`config.mk`:
```
export PLATFORM = sky130hd
export DESIGN_NAME = nes_core
export DESIGN_NICKNAME = d
export VERILOG_FILES = /design/src/nes_pkg.sv /design/src/clock_divider.sv /design/src/oam_dma.sv /design/src/cpu_io_bus.sv /design/src/nes_core.sv
export SDC_FILE = /design/constraint.sdc
export NUM_CORES = 1
export LEC_CHECK = 0
export ABC_AREA = 1
export BUFFER_PORTS_ARGS = -buffer_cell sky130_fd_sc_hd__buf_2
export CELL_PAD_IN_SITES_DETAIL_PLACEMENT = 0
export CELL_PAD_IN_SITES_GLOBAL_PLACEMENT = 1
export CORE_ASPECT_RATIO = 0.9
export CORE_UTILIZATION = 31
export CTS_CLUSTER_SIZE = 16
export DETAILED_ROUTE_END_ITERATION = 7
export MAX_ROUTING_LAYER = met4
export PLACE_DENSITY = 0.82
export SLEW_MARGIN = 10
export SYNTH_ARGS = -nofsm -noshare
export SYNTH_HDL_FRONTEND = slang
export SYNTH_SLANG_ARGS = --single-unit
```
`constraint.sdc`:
```
create_clock -name clk -period 2.2 [get_ports clk]
set_clock_uncertainty 0.05 [all_clocks]
set_input_delay 0.11 -clock clk [delete_from_list [all_inputs] [get_ports clk]]
set_output_delay 0.11 -clock clk [all_outputs]
set_load 0.005 [all_outputs]
```
`src/nes_pkg.sv`:
```
// Shared types and constants for the CPU-side bus core
// Holds the bus structs, the address map, the system type and the DMA state encodings
// Modules take it with a wildcard import in their body
`default_nettype none

package nes_pkg;

	typedef logic [15:0] addr_t;   // CPU bus address
	typedef logic [7:0]  data_t;   // One data byte

	// What the CPU asks for in one cycle
	typedef struct packed {
		addr_t addr;
		logic  write;   // High for a store, low for a load
		data_t wdata;
	} cpu_req_t;

	// Request that reaches the bus after master select
	typedef struct packed {
		addr_t addr;
		logic  read;
		logic  write;
		data_t wdata;
	} bus_t;

	// Bid from the DMA engine, wins the bus when enable is set
	typedef struct packed {
		logic  enable;
		addr_t addr;
		logic  read;    // Low means a write of wdata
		data_t wdata;
	} dma_req_t;

	typedef enum logic {sys_ntsc, sys_pal} sys_type_t;

	// Bit 0 set in both busy states, so it doubles as the CPU halt
	typedef enum logic [1:0] {spr_idle = 2'b00, spr_wait = 2'b01, spr_run = 2'b11} spr_state_t;
	typedef enum logic {dmc_idle, dmc_fetch} dmc_state_t;

	// Address map
	localparam addr_t oam_data_addr   = 16'h2004;   // PPU sprite data port
	localparam addr_t oam_dma_addr    = 16'h4014;   // Sprite DMA page write
	localparam addr_t apu_status_addr = 16'h4015;
	localparam addr_t joy1_addr       = 16'h4016;   // Strobe on write, port 1 on read
	localparam addr_t joy2_addr       = 16'h4017;
	localparam addr_t apu_base        = 16'h4000;
	localparam addr_t apu_end         = 16'h4017;   // Inclusive

	localparam int PAL_STRETCH_PERIOD = 5;   // One long CPU cycle per this many in PAL

	// Defaults picked up by the top level parameters
	localparam int DEF_CPU_DIV  = 12;
	localparam int DEF_PPU_DIV  = 4;
	localparam int DEF_JOY_BITS = 5;

endpackage

`default_nettype wire

```
`src/clock_divider.sv`:
```
// Clock-enable generator for the CPU side of the core
// Divides the master clock into CPU, PPU and M2 enables, tracks even/odd CPU cycles
// and holds the CPU in reset until its first enable
`timescale 1ns/10ps
`default_nettype none

module clock_divider #(
	parameter int CPU_DIV = 12,
	parameter int PPU_DIV = 4
) (
	input  logic                clk,
	input  logic                reset,
	input  nes_pkg::sys_type_t  sys_type,
	output logic                cpu_ce,
	output logic                ppu_ce,
	output logic                m2,
	output logic                odd_cycle,
	output logic                cpu_reset
);
	import nes_pkg::*;

	localparam int CPU_W    = $clog2(CPU_DIV + 1);
	localparam int PPU_W    = $clog2(PPU_DIV + 1);
	localparam int PAL_W    = $clog2(PAL_STRETCH_PERIOD);
	localparam int M2_RISE  = (CPU_DIV * 5) / 12;   // Count where M2 goes high

	logic [CPU_W-1:0] div_cpu;    // 1..CPU_DIV
	logic [PPU_W-1:0] div_ppu;    // 1..PPU_DIV
	logic [1:0]       ppu_tick;   // PPU ticks since the last cpu_ce
	logic [PAL_W-1:0] pal_cnt;    // Position in the PAL five-cycle group
	sys_type_t        last_sys;
	logic             sys_change;
	logic             stretch;    // Hold the CPU divider for one PPU tick

	assign cpu_ce = (div_cpu == CPU_W'(CPU_DIV));
	assign ppu_ce = (div_ppu == PPU_W'(PPU_DIV));
	assign m2     = (div_cpu >= CPU_W'(M2_RISE)) && !cpu_ce;   // Low on the cpu_ce clock

	assign sys_change = (last_sys != sys_type);

	// Last cycle of the group waits out its first PPU tick
	assign stretch = (sys_type == sys_pal) &&
		(pal_cnt == PAL_W'(PAL_STRETCH_PERIOD - 1)) && (ppu_tick == 2'd0);

	always_ff @(posedge clk) begin
		if (reset) begin
			div_cpu   <= CPU_W'(1);
			div_ppu   <= PPU_W'(1);
			ppu_tick  <= 2'd0;
			pal_cnt   <= '0;
			last_sys  <= sys_type;   // No realign straight out of reset
			odd_cycle <= 1'b1;
			cpu_reset <= 1'b1;
		end else begin
			last_sys <= sys_type;
			if (sys_change) begin
				// Start everything over from count 1
				div_cpu  <= CPU_W'(1);
				div_ppu  <= PPU_W'(1);
				ppu_tick <= 2'd0;
				pal_cnt  <= '0;
			end else begin
				if (!stretch)
					div_cpu <= cpu_ce ? CPU_W'(1) : div_cpu + CPU_W'(1);
				div_ppu <= ppu_ce ? PPU_W'(1) : div_ppu + PPU_W'(1);
				if (cpu_ce)
					ppu_tick <= 2'd0;   // First tick of the new CPU cycle
				else if (ppu_ce)
					ppu_tick <= ppu_tick + 2'd1;
				if (cpu_ce && sys_type == sys_pal)
					pal_cnt <= (pal_cnt == PAL_W'(PAL_STRETCH_PERIOD - 1)) ? '0 : pal_cnt + PAL_W'(1);
			end
			if (cpu_ce) begin
				odd_cycle <= ~odd_cycle;
				cpu_reset <= 1'b0;   // Released by the first CPU cycle
			end
		end
	end

endmodule

`default_nettype wire

```
`src/oam_dma.sv`:
```
// Sprite and DMC sample DMA engine
// Steals CPU cycles on cpu_ce: sprite copies alternate even reads and odd writes to
// the OAM data port, DMC fetches take a single even read and preempt the sprite copy
`timescale 1ns/10ps
`default_nettype none

module oam_dma (
	input  logic                clk,
	input  logic                reset,
	input  logic                cpu_ce,
	input  logic                odd_cycle,
	input  logic                sprite_trigger,   // CPU wrote the page register
	input  logic                cpu_read,         // CPU cycle is a load
	input  nes_pkg::data_t      sprite_page,
	input  logic                dmc_request,
	input  nes_pkg::addr_t      dmc_addr,
	input  nes_pkg::data_t      bus_rdata,
	output nes_pkg::dma_req_t   dma_req,
	output logic                dmc_ack,
	output logic                pause_cpu
);
	import nes_pkg::*;

	spr_state_t spr_state;
	dmc_state_t dmc_state;
	addr_t      spr_addr;    // Source address of the next sprite byte
	data_t      spr_byte;    // Last byte read, written on the odd cycle
	logic [8:0] next_low;    // Low byte plus one, bit 8 ends the copy
	logic       spr_read;

	assign next_low = {1'b0, spr_addr[7:0]} + 9'd1;
	assign dmc_ack  = (dmc_state == dmc_fetch) && !odd_cycle;
	assign spr_read = (spr_state == spr_run) && !odd_cycle && !dmc_ack;

	// Sprite wait or run halts the CPU, a DMC request halts it at once
	assign pause_cpu = (spr_state != spr_idle) || dmc_request;

	always_comb begin
		dma_req.enable = dmc_ack || (spr_state == spr_run);
		dma_req.read   = !odd_cycle;   // Reads even, writes odd
		dma_req.wdata  = spr_byte;
		if (dmc_ack)
			dma_req.addr = dmc_addr;   // DMC first
		else if (!odd_cycle)
			dma_req.addr = spr_addr;
		else
			dma_req.addr = oam_data_addr;
	end

	always_ff @(posedge clk) begin
		if (reset) begin
			spr_state <= spr_idle;
			dmc_state <= dmc_idle;
		end else if (cpu_ce) begin
			case (dmc_state)
				dmc_idle:
					if (dmc_request && cpu_read && !odd_cycle)
						dmc_state <= dmc_fetch;   // Odd cycle idle, then the even fetch
				dmc_fetch:
					if (!odd_cycle)
						dmc_state <= dmc_idle;
				default: dmc_state <= dmc_idle;
			endcase

			if (sprite_trigger) begin
				spr_state <= spr_wait;
			end else begin
				case (spr_state)
					spr_wait:
						if (cpu_read && odd_cycle)
							spr_state <= spr_run;   // Align so the copy starts even
					spr_run:
						if (!odd_cycle && dmc_state == dmc_fetch)
							spr_state <= spr_wait;   // DMC took this read, redo it later
						else if (odd_cycle && next_low[8])
							spr_state <= spr_idle;   // Wrote byte 255
					default: ;
				endcase
			end
		end
	end

	// Source address and data byte
	always_ff @(posedge clk) begin
		if (cpu_ce) begin
			if (sprite_trigger)
				spr_addr <= {sprite_page, 8'h00};
			else if (spr_state == spr_run && odd_cycle)
				spr_addr[7:0] <= next_low[7:0];   // Step after each write
			if (spr_read)
				spr_byte <= bus_rdata;
		end
	end

endmodule

`default_nettype wire

```
`src/cpu_io_bus.sv`:
```
// CPU-side I/O bus
// Picks DMA or CPU as bus master, decodes PPU, APU and joypad selects,
// keeps the joypad strobe latch and builds the read data with open-bus hold
`timescale 1ns/10ps
`default_nettype none

module cpu_io_bus #(
	parameter int JOY_BITS = 5
) (
	input  logic                  clk,
	input  logic                  reset,
	input  logic                  cpu_ce,
	input  logic                  cpu_reset,
	input  nes_pkg::cpu_req_t     cpu_req,
	input  nes_pkg::dma_req_t     dma_req,
	input  nes_pkg::data_t        mem_rdata,
	input  nes_pkg::data_t        ppu_rdata,
	input  nes_pkg::data_t        apu_status,
	input  logic [JOY_BITS-1:0]   joypad1_data,
	input  logic [JOY_BITS-1:0]   joypad2_data,
	output nes_pkg::bus_t         bus,
	output nes_pkg::data_t        bus_rdata,
	output nes_pkg::data_t        cpu_rdata,
	output logic                  sprite_trigger,
	output logic                  ppu_cs,
	output logic                  apu_cs,
	output logic [2:0]            joypad_out,
	output logic [1:0]            joypad_clock
);
	import nes_pkg::*;

	data_t open_bus;   // Value left on the data bus by the last clock
	data_t rdata;
	logic  joy1_cs;
	logic  joy2_cs;

	// Bus master select
	always_comb begin
		if (dma_req.enable) begin
			bus.addr  = dma_req.addr;
			bus.read  = dma_req.read;
			bus.write = !dma_req.read;
			bus.wdata = dma_req.wdata;
		end else begin
			bus.addr  = cpu_req.addr;
			bus.read  = !cpu_req.write;
			bus.write = cpu_req.write;
			bus.wdata = cpu_req.wdata;
		end
	end

	// Address decode
	assign ppu_cs  = (bus.addr[15:13] == 3'b001);   // 0x2000-0x3FFF with mirrors
	assign apu_cs  = (bus.addr >= apu_base) && (bus.addr <= apu_end);
	assign joy1_cs = (bus.addr == joy1_addr);
	assign joy2_cs = (bus.addr == joy2_addr);

	// One strobe per CPU cycle
	assign sprite_trigger = cpu_ce && bus.write && (bus.addr == oam_dma_addr);

	assign joypad_clock = {joy2_cs && bus.read, joy1_cs && bus.read};

	always_ff @(posedge clk) begin
		if (reset)
			joypad_out <= 3'd0;
		else if (cpu_ce && bus.write && joy1_cs)
			joypad_out <= bus.wdata[2:0];   // Strobe bits for both pads
	end

	// Read data, undriven bits keep what was last on the bus
	always_comb begin
		if (reset || cpu_reset)
			rdata = '0;
		else if (apu_cs) begin
			if (joy1_cs)
				rdata = {open_bus[7:JOY_BITS], joypad1_data};
			else if (joy2_cs)
				rdata = {open_bus[7:JOY_BITS], joypad2_data};
			else if (bus.addr == apu_status_addr)
				rdata = apu_status;
			else
				rdata = open_bus;   // Write-only APU registers
		end else if (ppu_cs)
			rdata = ppu_rdata;
		else
			rdata = mem_rdata;
	end

	always_ff @(posedge clk) begin
		open_bus <= rdata;
	end

	assign bus_rdata = rdata;
	assign cpu_rdata = rdata;   // Same byte goes back to the CPU

endmodule

`default_nettype wire

```
`src/nes_core.sv`:
```
// Top level of the CPU-side bus core
// Connects the clock divider, the DMA engine and the I/O bus; the CPU, PPU, APU
// and memory sit outside and talk through these ports
`timescale 1ns/10ps
`default_nettype none

module nes_core #(
	parameter int CPU_DIV  = nes_pkg::DEF_CPU_DIV,
	parameter int PPU_DIV  = nes_pkg::DEF_PPU_DIV,
	parameter int JOY_BITS = nes_pkg::DEF_JOY_BITS
) (
	input  logic                  clk,
	input  logic                  reset,
	input  nes_pkg::sys_type_t    sys_type,
	input  nes_pkg::cpu_req_t     cpu_req,
	input  logic                  dmc_request,
	input  nes_pkg::addr_t        dmc_addr,
	input  nes_pkg::data_t        mem_rdata,
	input  nes_pkg::data_t        ppu_rdata,
	input  nes_pkg::data_t        apu_status,
	input  logic [JOY_BITS-1:0]   joypad1_data,
	input  logic [JOY_BITS-1:0]   joypad2_data,
	output logic                  cpu_ce,
	output logic                  ppu_ce,
	output logic                  m2,
	output logic                  odd_cycle,
	output logic                  cpu_reset,
	output logic                  pause_cpu,
	output logic                  dmc_ack,
	output nes_pkg::bus_t         bus,
	output nes_pkg::data_t        cpu_rdata,
	output logic                  ppu_cs,
	output logic                  apu_cs,
	output logic [2:0]            joypad_out,
	output logic [1:0]            joypad_clock
);
	import nes_pkg::*;

	dma_req_t dma_req;          // DMA bid for the bus
	logic     sprite_trigger;   // Write to the sprite page register
	data_t    bus_rdata;        // Read data as seen by the DMA engine

	clock_divider #(.CPU_DIV(CPU_DIV), .PPU_DIV(PPU_DIV)) u_clock_divider (
		.clk       (clk),
		.reset     (reset),
		.sys_type  (sys_type),
		.cpu_ce    (cpu_ce),
		.ppu_ce    (ppu_ce),
		.m2        (m2),
		.odd_cycle (odd_cycle),
		.cpu_reset (cpu_reset)
	);

	oam_dma u_oam_dma (
		.clk            (clk),
		.reset          (reset),
		.cpu_ce         (cpu_ce),
		.odd_cycle      (odd_cycle),
		.sprite_trigger (sprite_trigger),
		.cpu_read       (!cpu_req.write),
		.sprite_page    (cpu_req.wdata),   // Page byte of the trigger write
		.dmc_request    (dmc_request),
		.dmc_addr       (dmc_addr),
		.bus_rdata      (bus_rdata),
		.dma_req        (dma_req),
		.dmc_ack        (dmc_ack),
		.pause_cpu      (pause_cpu)
	);

	cpu_io_bus #(.JOY_BITS(JOY_BITS)) u_cpu_io_bus (
		.clk            (clk),
		.reset          (reset),
		.cpu_ce         (cpu_ce),
		.cpu_reset      (cpu_reset),
		.cpu_req        (cpu_req),
		.dma_req        (dma_req),
		.mem_rdata      (mem_rdata),
		.ppu_rdata      (ppu_rdata),
		.apu_status     (apu_status),
		.joypad1_data   (joypad1_data),
		.joypad2_data   (joypad2_data),
		.bus            (bus),
		.bus_rdata      (bus_rdata),
		.cpu_rdata      (cpu_rdata),
		.sprite_trigger (sprite_trigger),
		.ppu_cs         (ppu_cs),
		.apu_cs         (apu_cs),
		.joypad_out     (joypad_out),
		.joypad_clock   (joypad_clock)
	);

endmodule

`default_nettype wire

```
# After elaboration in Yosys (flattened, before gate mapping)
# Cells that the tools add are included.
# word_totals
regBits	53
inputBits	79
output_inout_bits	48
elab_cells	93
# classes
addsub	5
order_cmp	3
eq_ne	13
mux	20
bitwise_logic	2
n_reduce_logical	36
# ops
cell	count
$eq A16 B15 Y1 const B	4
$mux W8	7
$mux W16	2
$mux W26	1
$logic_and A1 B1 Y1	18
$ge A16 B15 Y1 const B	1
$le A16 B15 Y1 const B	1
$add A8 B1 Y9 const B	1
$mux W2	4
$add A3 B1 Y3 const B	2
$eq A3 B3 Y1 const B	2
$reduce_and A2 Y1	3
$reduce_or A3 Y1	2
$add A4 B1 Y4 const B	1
$eq A4 B4 Y1 const B	1
$ge A4 B3 Y1 const B	1
$logic_not A1 Y1	4
$mux W4	1
$ne A4 B3 Y1 const B	1
$pmux W2 S2	1
$reduce_and A4 Y1	1
$reduce_bool A2 Y1	2
$eq A3 B1 Y1 const B	1
$logic_or A1 B1 Y1	3
other kinds (12)	14

# Logic depth before layout (Yosys ltp)
# logic_depth
word_depth	10
depth_mapped	16
depth_no_buf	15

# By module
# Synthesis repeated with hierarchy kept, for this count alone.
# hier_totals
hier_cells	554
area_unflattened_um2	3817.4
# by_module_without_submodules
module	n_inst	cells_per_inst	area_per_inst_um2	seq_area_each_um2
cpu_io_bus	1	304	1636.6	220.2
oam_dma	1	145	1403.8	780.7
clock_divider	1	104	773.2	300.3
nes_core	1	1	3.8	0.0

# Worst setup path before layout
# No wires, ideal clock.
# synth_timing
kind	register to register
from	register u_clock_divider.div_cpu[0]
to	register u_oam_dma.spr_addr[0], enable pin
setup_time_ns	0.384
t_arrival_ns	1.801
required_ns	1.766
slack_ns	-0.035
path_stages_with_launch	11
path_buffers	0
synth_period_minus_slack_ns	2.235
path_cell_list	dfxtp_1 inv_1 ha_1 nand2_1 nor2_1 inv_1 nor2_2 nand2_1 nor2_1 nand3_2 o21ai_0
# synth_via
elab_chain_len	5
# synth_lines
item	line_no	rtl
start: declaration	clock_divider.sv:27	logic [CPU_W-1:0] div_cpu;
start signal: assignment	clock_divider.sv:64	div_cpu <= cpu_ce ? CPU_W'(1) : div_cpu + CPU_W'(1);
$eq A4 B4 Y1 *	clock_divider.sv:35	assign cpu_ce = (div_cpu == CPU_W'(CPU_DIV));
named net cpu_ce	nes_core.sv:23	output logic cpu_ce,
$logic_and A1 B1 Y1 (2 in a row)	cpu_io_bus.sv:59	assign sprite_trigger = cpu_ce && bus.write && (bus.addr == oam_dma_addr);
$reduce_bool A2 Y1 (no source line)	-	
$reduce_and A2 Y1 (no source line) *	-	
end signal: assignment	oam_dma.sv:87	spr_addr <= {sprite_page, 8'h00};
end signal: assignment	oam_dma.sv:89	spr_addr[7:0] <= next_low[7:0];
end: declaration	oam_dma.sv:26	addr_t spr_addr;
# The timed path passes the listed nets; every way through them passes the cells marked *.
# A chain may end at the register's enable or synchronous reset.

# Worst setup path in the final report
# layout_timing
from	register u_clock_divider.odd_cycle
to	output cpu_rdata[3]
# layout_via
elab_chain_len	10
word_cells_on_any_way	19
cone_classes	2 x order compare; 4 x eq/ne; 9 x mux; 4 x reduce/logical
# layout_lines
item	line_no	rtl
start: declaration	clock_divider.sv:17	output logic odd_cycle,
start signal: assignment	clock_divider.sv:74	odd_cycle <= ~odd_cycle;
$logic_not A1 Y1	oam_dma.sv:32	assign dmc_ack = (dmc_state == dmc_fetch) && !odd_cycle;
$logic_and A1 B1 Y1	oam_dma.sv:32	
$mux W16 or $logic_or A1 B1 Y1 (tied branches)	oam_dma.sv:42, oam_dma.sv:39	
$mux W26 *	cpu_io_bus.sv:39	if (dma_req.enable) begin
parallel branches: the longest is 4 deep, another holds $ge A16 B15 Y1	-	
$mux W8 *	cpu_io_bus.sv:74	else if (apu_cs) begin
$mux W8 *	cpu_io_bus.sv:72	if (reset || cpu_reset)
end: declaration	nes_core.sv:31	output nes_pkg::data_t cpu_rdata,
# Mark *: on every way between the ends.

==> results.txt <==
Outcome = finished with violations
Failing checks = setup timing
Worst Path Required = 2.04 ns
Clk_lat worst skew = 0.29 ns
Synthesized cell area = 3440 um^2
Most Frequent Cell on Critical Path = nor2_4
CTS buffer count = 5
CP cell instances = buf_6 > nor2_4 > buf_12 > nand2_1 > nand3_2 > nor2_1 > nand2_1 > nor2_4 > buf_12 > inv_2 > nor2_4 > a21oi_2 > a21oi_2 > buf_2
CP Class = reg2out
Worst slew pin tran = 0.640 ns
Setup crit end kind = output port
Initial DRC count = 286
IO buf count = 126
Wire per inst = 14.1 um
Maximum buffer depth of the clock tree = 2
Vias in the first global route = 3522
Drt drc = 0
Global-route wire length before repair = 17500 um
ANT cells = 0
Fin. max-slew vios = 0
Largest net degree at the start of global routing = 17
CTS tree = yes
Placed inst area = 4620 um^2
Crit path largest cell delay = 0.39 ns
Die area = 11500 um^2
Crit path max fanout = 15
RSZ-0062 raised after global routing = yes
Initial antenna violation count = 0
VDD IR max = 278 uV
Final Hold Fails = 0
Syn_nets = 558
H-Tree Level Count = 2
Max Clk Rate = 407 MHz
Initial Util = 31.8%
Slowest stage cell, crit path = dfxtp_4
Most frequent cells in the layout = buf_2 (126), nand2_1 (103), buf_4 (61)
Worst R2R Path Depth = 14
Top post-synthesis cells by area = edfxtp_1 (21%), dfxtp_1 (17%), nand2_1 (13%)
HPWL after detailed placement = 8440 um
Routability cong. = 0.846
Commonest non-fill, non-tap cell in the layout = buf_2
Overall Global Routing Usage = 20.0%
CP Buf/Inv Count = 5
Filler Cell Count = 1075
Post-route ant nets = 0
Min Tclk post-route = 2.46 ns
Max-cap violations = 0
Hold depth = 3
Clock-pin slew on the worst setup and hold paths = 0.07 ns
Largest area contributor in the netlist = edfxtp_1
Grt total ovfl = 0
Final #Nets = 764
Setup TNS Final = -4.22 ns
R2R Setup Slk = -0.12 ns
Synth Area per Inst = 7.31 um^2
Routed WL = 11400 um
Via count = 3890
Critical path depth in cells = 14
Sequential-to-total area share from yosys stat = 37.9%
Critical path's top delay family = simple AND/OR/NAND/NOR gates
P&R area growth vs syn = 57.6%
Fin util = 50.1%
Post-synthesis cell type count = 35
Top cell type's share of synthesized area = 21.0%
DP Worst Slack = -0.223 ns
Leakage power = 2.60 nW
CTS Sinks = 53
Chip Width = 113 um
Fin area = 5420 um^2
Data arrival, critical path = 2.30 ns
Clock root buffer = clkbuf_16
I/O Pins = 127
Final setup vio count = 40
Std cell rows = 36
HP Class = in2reg
Vias/cell = 4.80
Placed cell count = 775
Final Non-Filler Cells = 810
Synth Warn # = 0
Synthesized instance count = 470
Fin crit share = 112%
Max-slew headroom = 57.2%
Die height = 102 um
Worst setup margin = -0.256 ns
Layout cell share with drive strength beyond 1 = 45.8%
Power Dens Cells = 393 nW/um^2
Yosys reg bits = 53
Worst hold margin = 0.0648 ns
Core area = 10800 um^2
Total power = 2.13 mW
1st-pass router iterations = 5
CP startpoint kind = flop
[tightest hold or removal path, stage by stage]
cell and delay [ns]:
buf_2 0.12, nand4_1 0.08, o21ai_0 0.06
[power breakdown]
group	switching, mW	leakage [nW]	total (mW)	internal [mW]
logic	0.159	2.10	0.321	0.162
clock network	0.344	0.0714	0.772	0.429
registers	0.00738	0.429	1.03	1.03
total	0.510	2.60	2.13	1.62
[repair_timing]
item | in CTS | in global routing
hold buffers | 9 | 0
endpoints found under the setup margin | 51 | 52
endpoints found under the hold margin | 9 | 0
setup buffers | 10 | 4
cloned | 3 | 1
pin swaps | 17 | 15
resized for setup | 57 | 37
[flip-flops by register name, summed over array words and instances (netlist names)]
name                       count
u_oam_dma.spr_addr            16
u_oam_dma.dmc_state            1
u_oam_dma.spr_byte             8
u_clock_divider.cpu_reset      1
u_cpu_io_bus.open_bus          8
u_cpu_io_bus.joypad_out        3
u_clock_divider.pal_cnt        3
u_clock_divider.ppu_tick       2
u_clock_divider.odd_cycle      1
u_clock_divider.div_ppu        3
u_oam_dma.spr_state            2
u_clock_divider.last_sys       1
u_clock_divider.div_cpu        4
[Yosys cell counts]
cell and instances:
a211oi_1 1, a21oi_1 34, a311oi_1 1, buf_2 1
buf_4 5, buf_6 7, clkbuf_1 1, clkinv_2 1
dfxtp_1 29, edfxtp_1 24, ha_1 9, inv_1 48
inv_2 7, inv_4 1, nand2_1 115, nand2_2 5
nand2_4 3, nand3_1 52, nand3_2 11, nand3b_1 2
nand3b_2 1, nand4_1 9, nor2_1 57, nor2_2 4
nor2_4 6, nor3_1 4, nor3_2 2, nor3b_1 1
o211ai_1 6, o21ai_0 13, o21ai_1 1, o21ai_2 1
or2_2 2, xnor2_1 3, xor2_1 3
[layout make-up]
| cell class | count | area [um^2] | area share (%) |
|---|---|---|---|
| inverters | 57 | 229 | 4.23 |
| repair buffers | 211 | 1430 | 26.4 |
| well taps | 133 | 166 | 3.07 |
| clock inverters | 1 | 6.26 | 0.116 |
| multi-input cells | 348 | 2130 | 39.4 |
| flip-flops and latches | 53 | 1320 | 24.3 |
| clock buffers | 7 | 134 | 2.47 |
[logic make-up (layout without fill, tap and decap cells)]
kind of cell	after synthesis	in the layout	share of synthesized area, %
AND/OR/NAND/NOR	274	276	38.3
adder cells (fa/ha/maj)	9	9	3.28
flip-flops	53	53	37.9
AO/OA/AOI/OAI	57	57	9.03
buffers and inverters	71	276	9.98
XOR/XNOR	6	6	1.53
[metal layers]
metal  vias up  wire length [um]  track usage (%)
met1      1802              5230             26.4
met5         -                 0                -
met3        13               572             3.08
li1       1959                 -                -
met2       116              5420             32.5
met4         0               172             4.45
[path summary, 6_finish.rpt]
check | start | endpoint
max reg2reg | u_clock_divider.odd_cycle$_SDFFE_PP1P_ | u_oam_dma.spr_byte[7]$_DFFE_PP_
max | u_clock_divider.odd_cycle$_SDFFE_PP1P_ | cpu_rdata[3]
min | dmc_request | u_oam_dma.dmc_state$_SDFFE_PP0P_
min reg2reg | u_clock_divider.div_ppu[0]$_SDFF_PP1_ | u_clock_divider.div_ppu[0]$_SDFF_PP1_
Note: power is estimated with default switching activity, not from simulation.
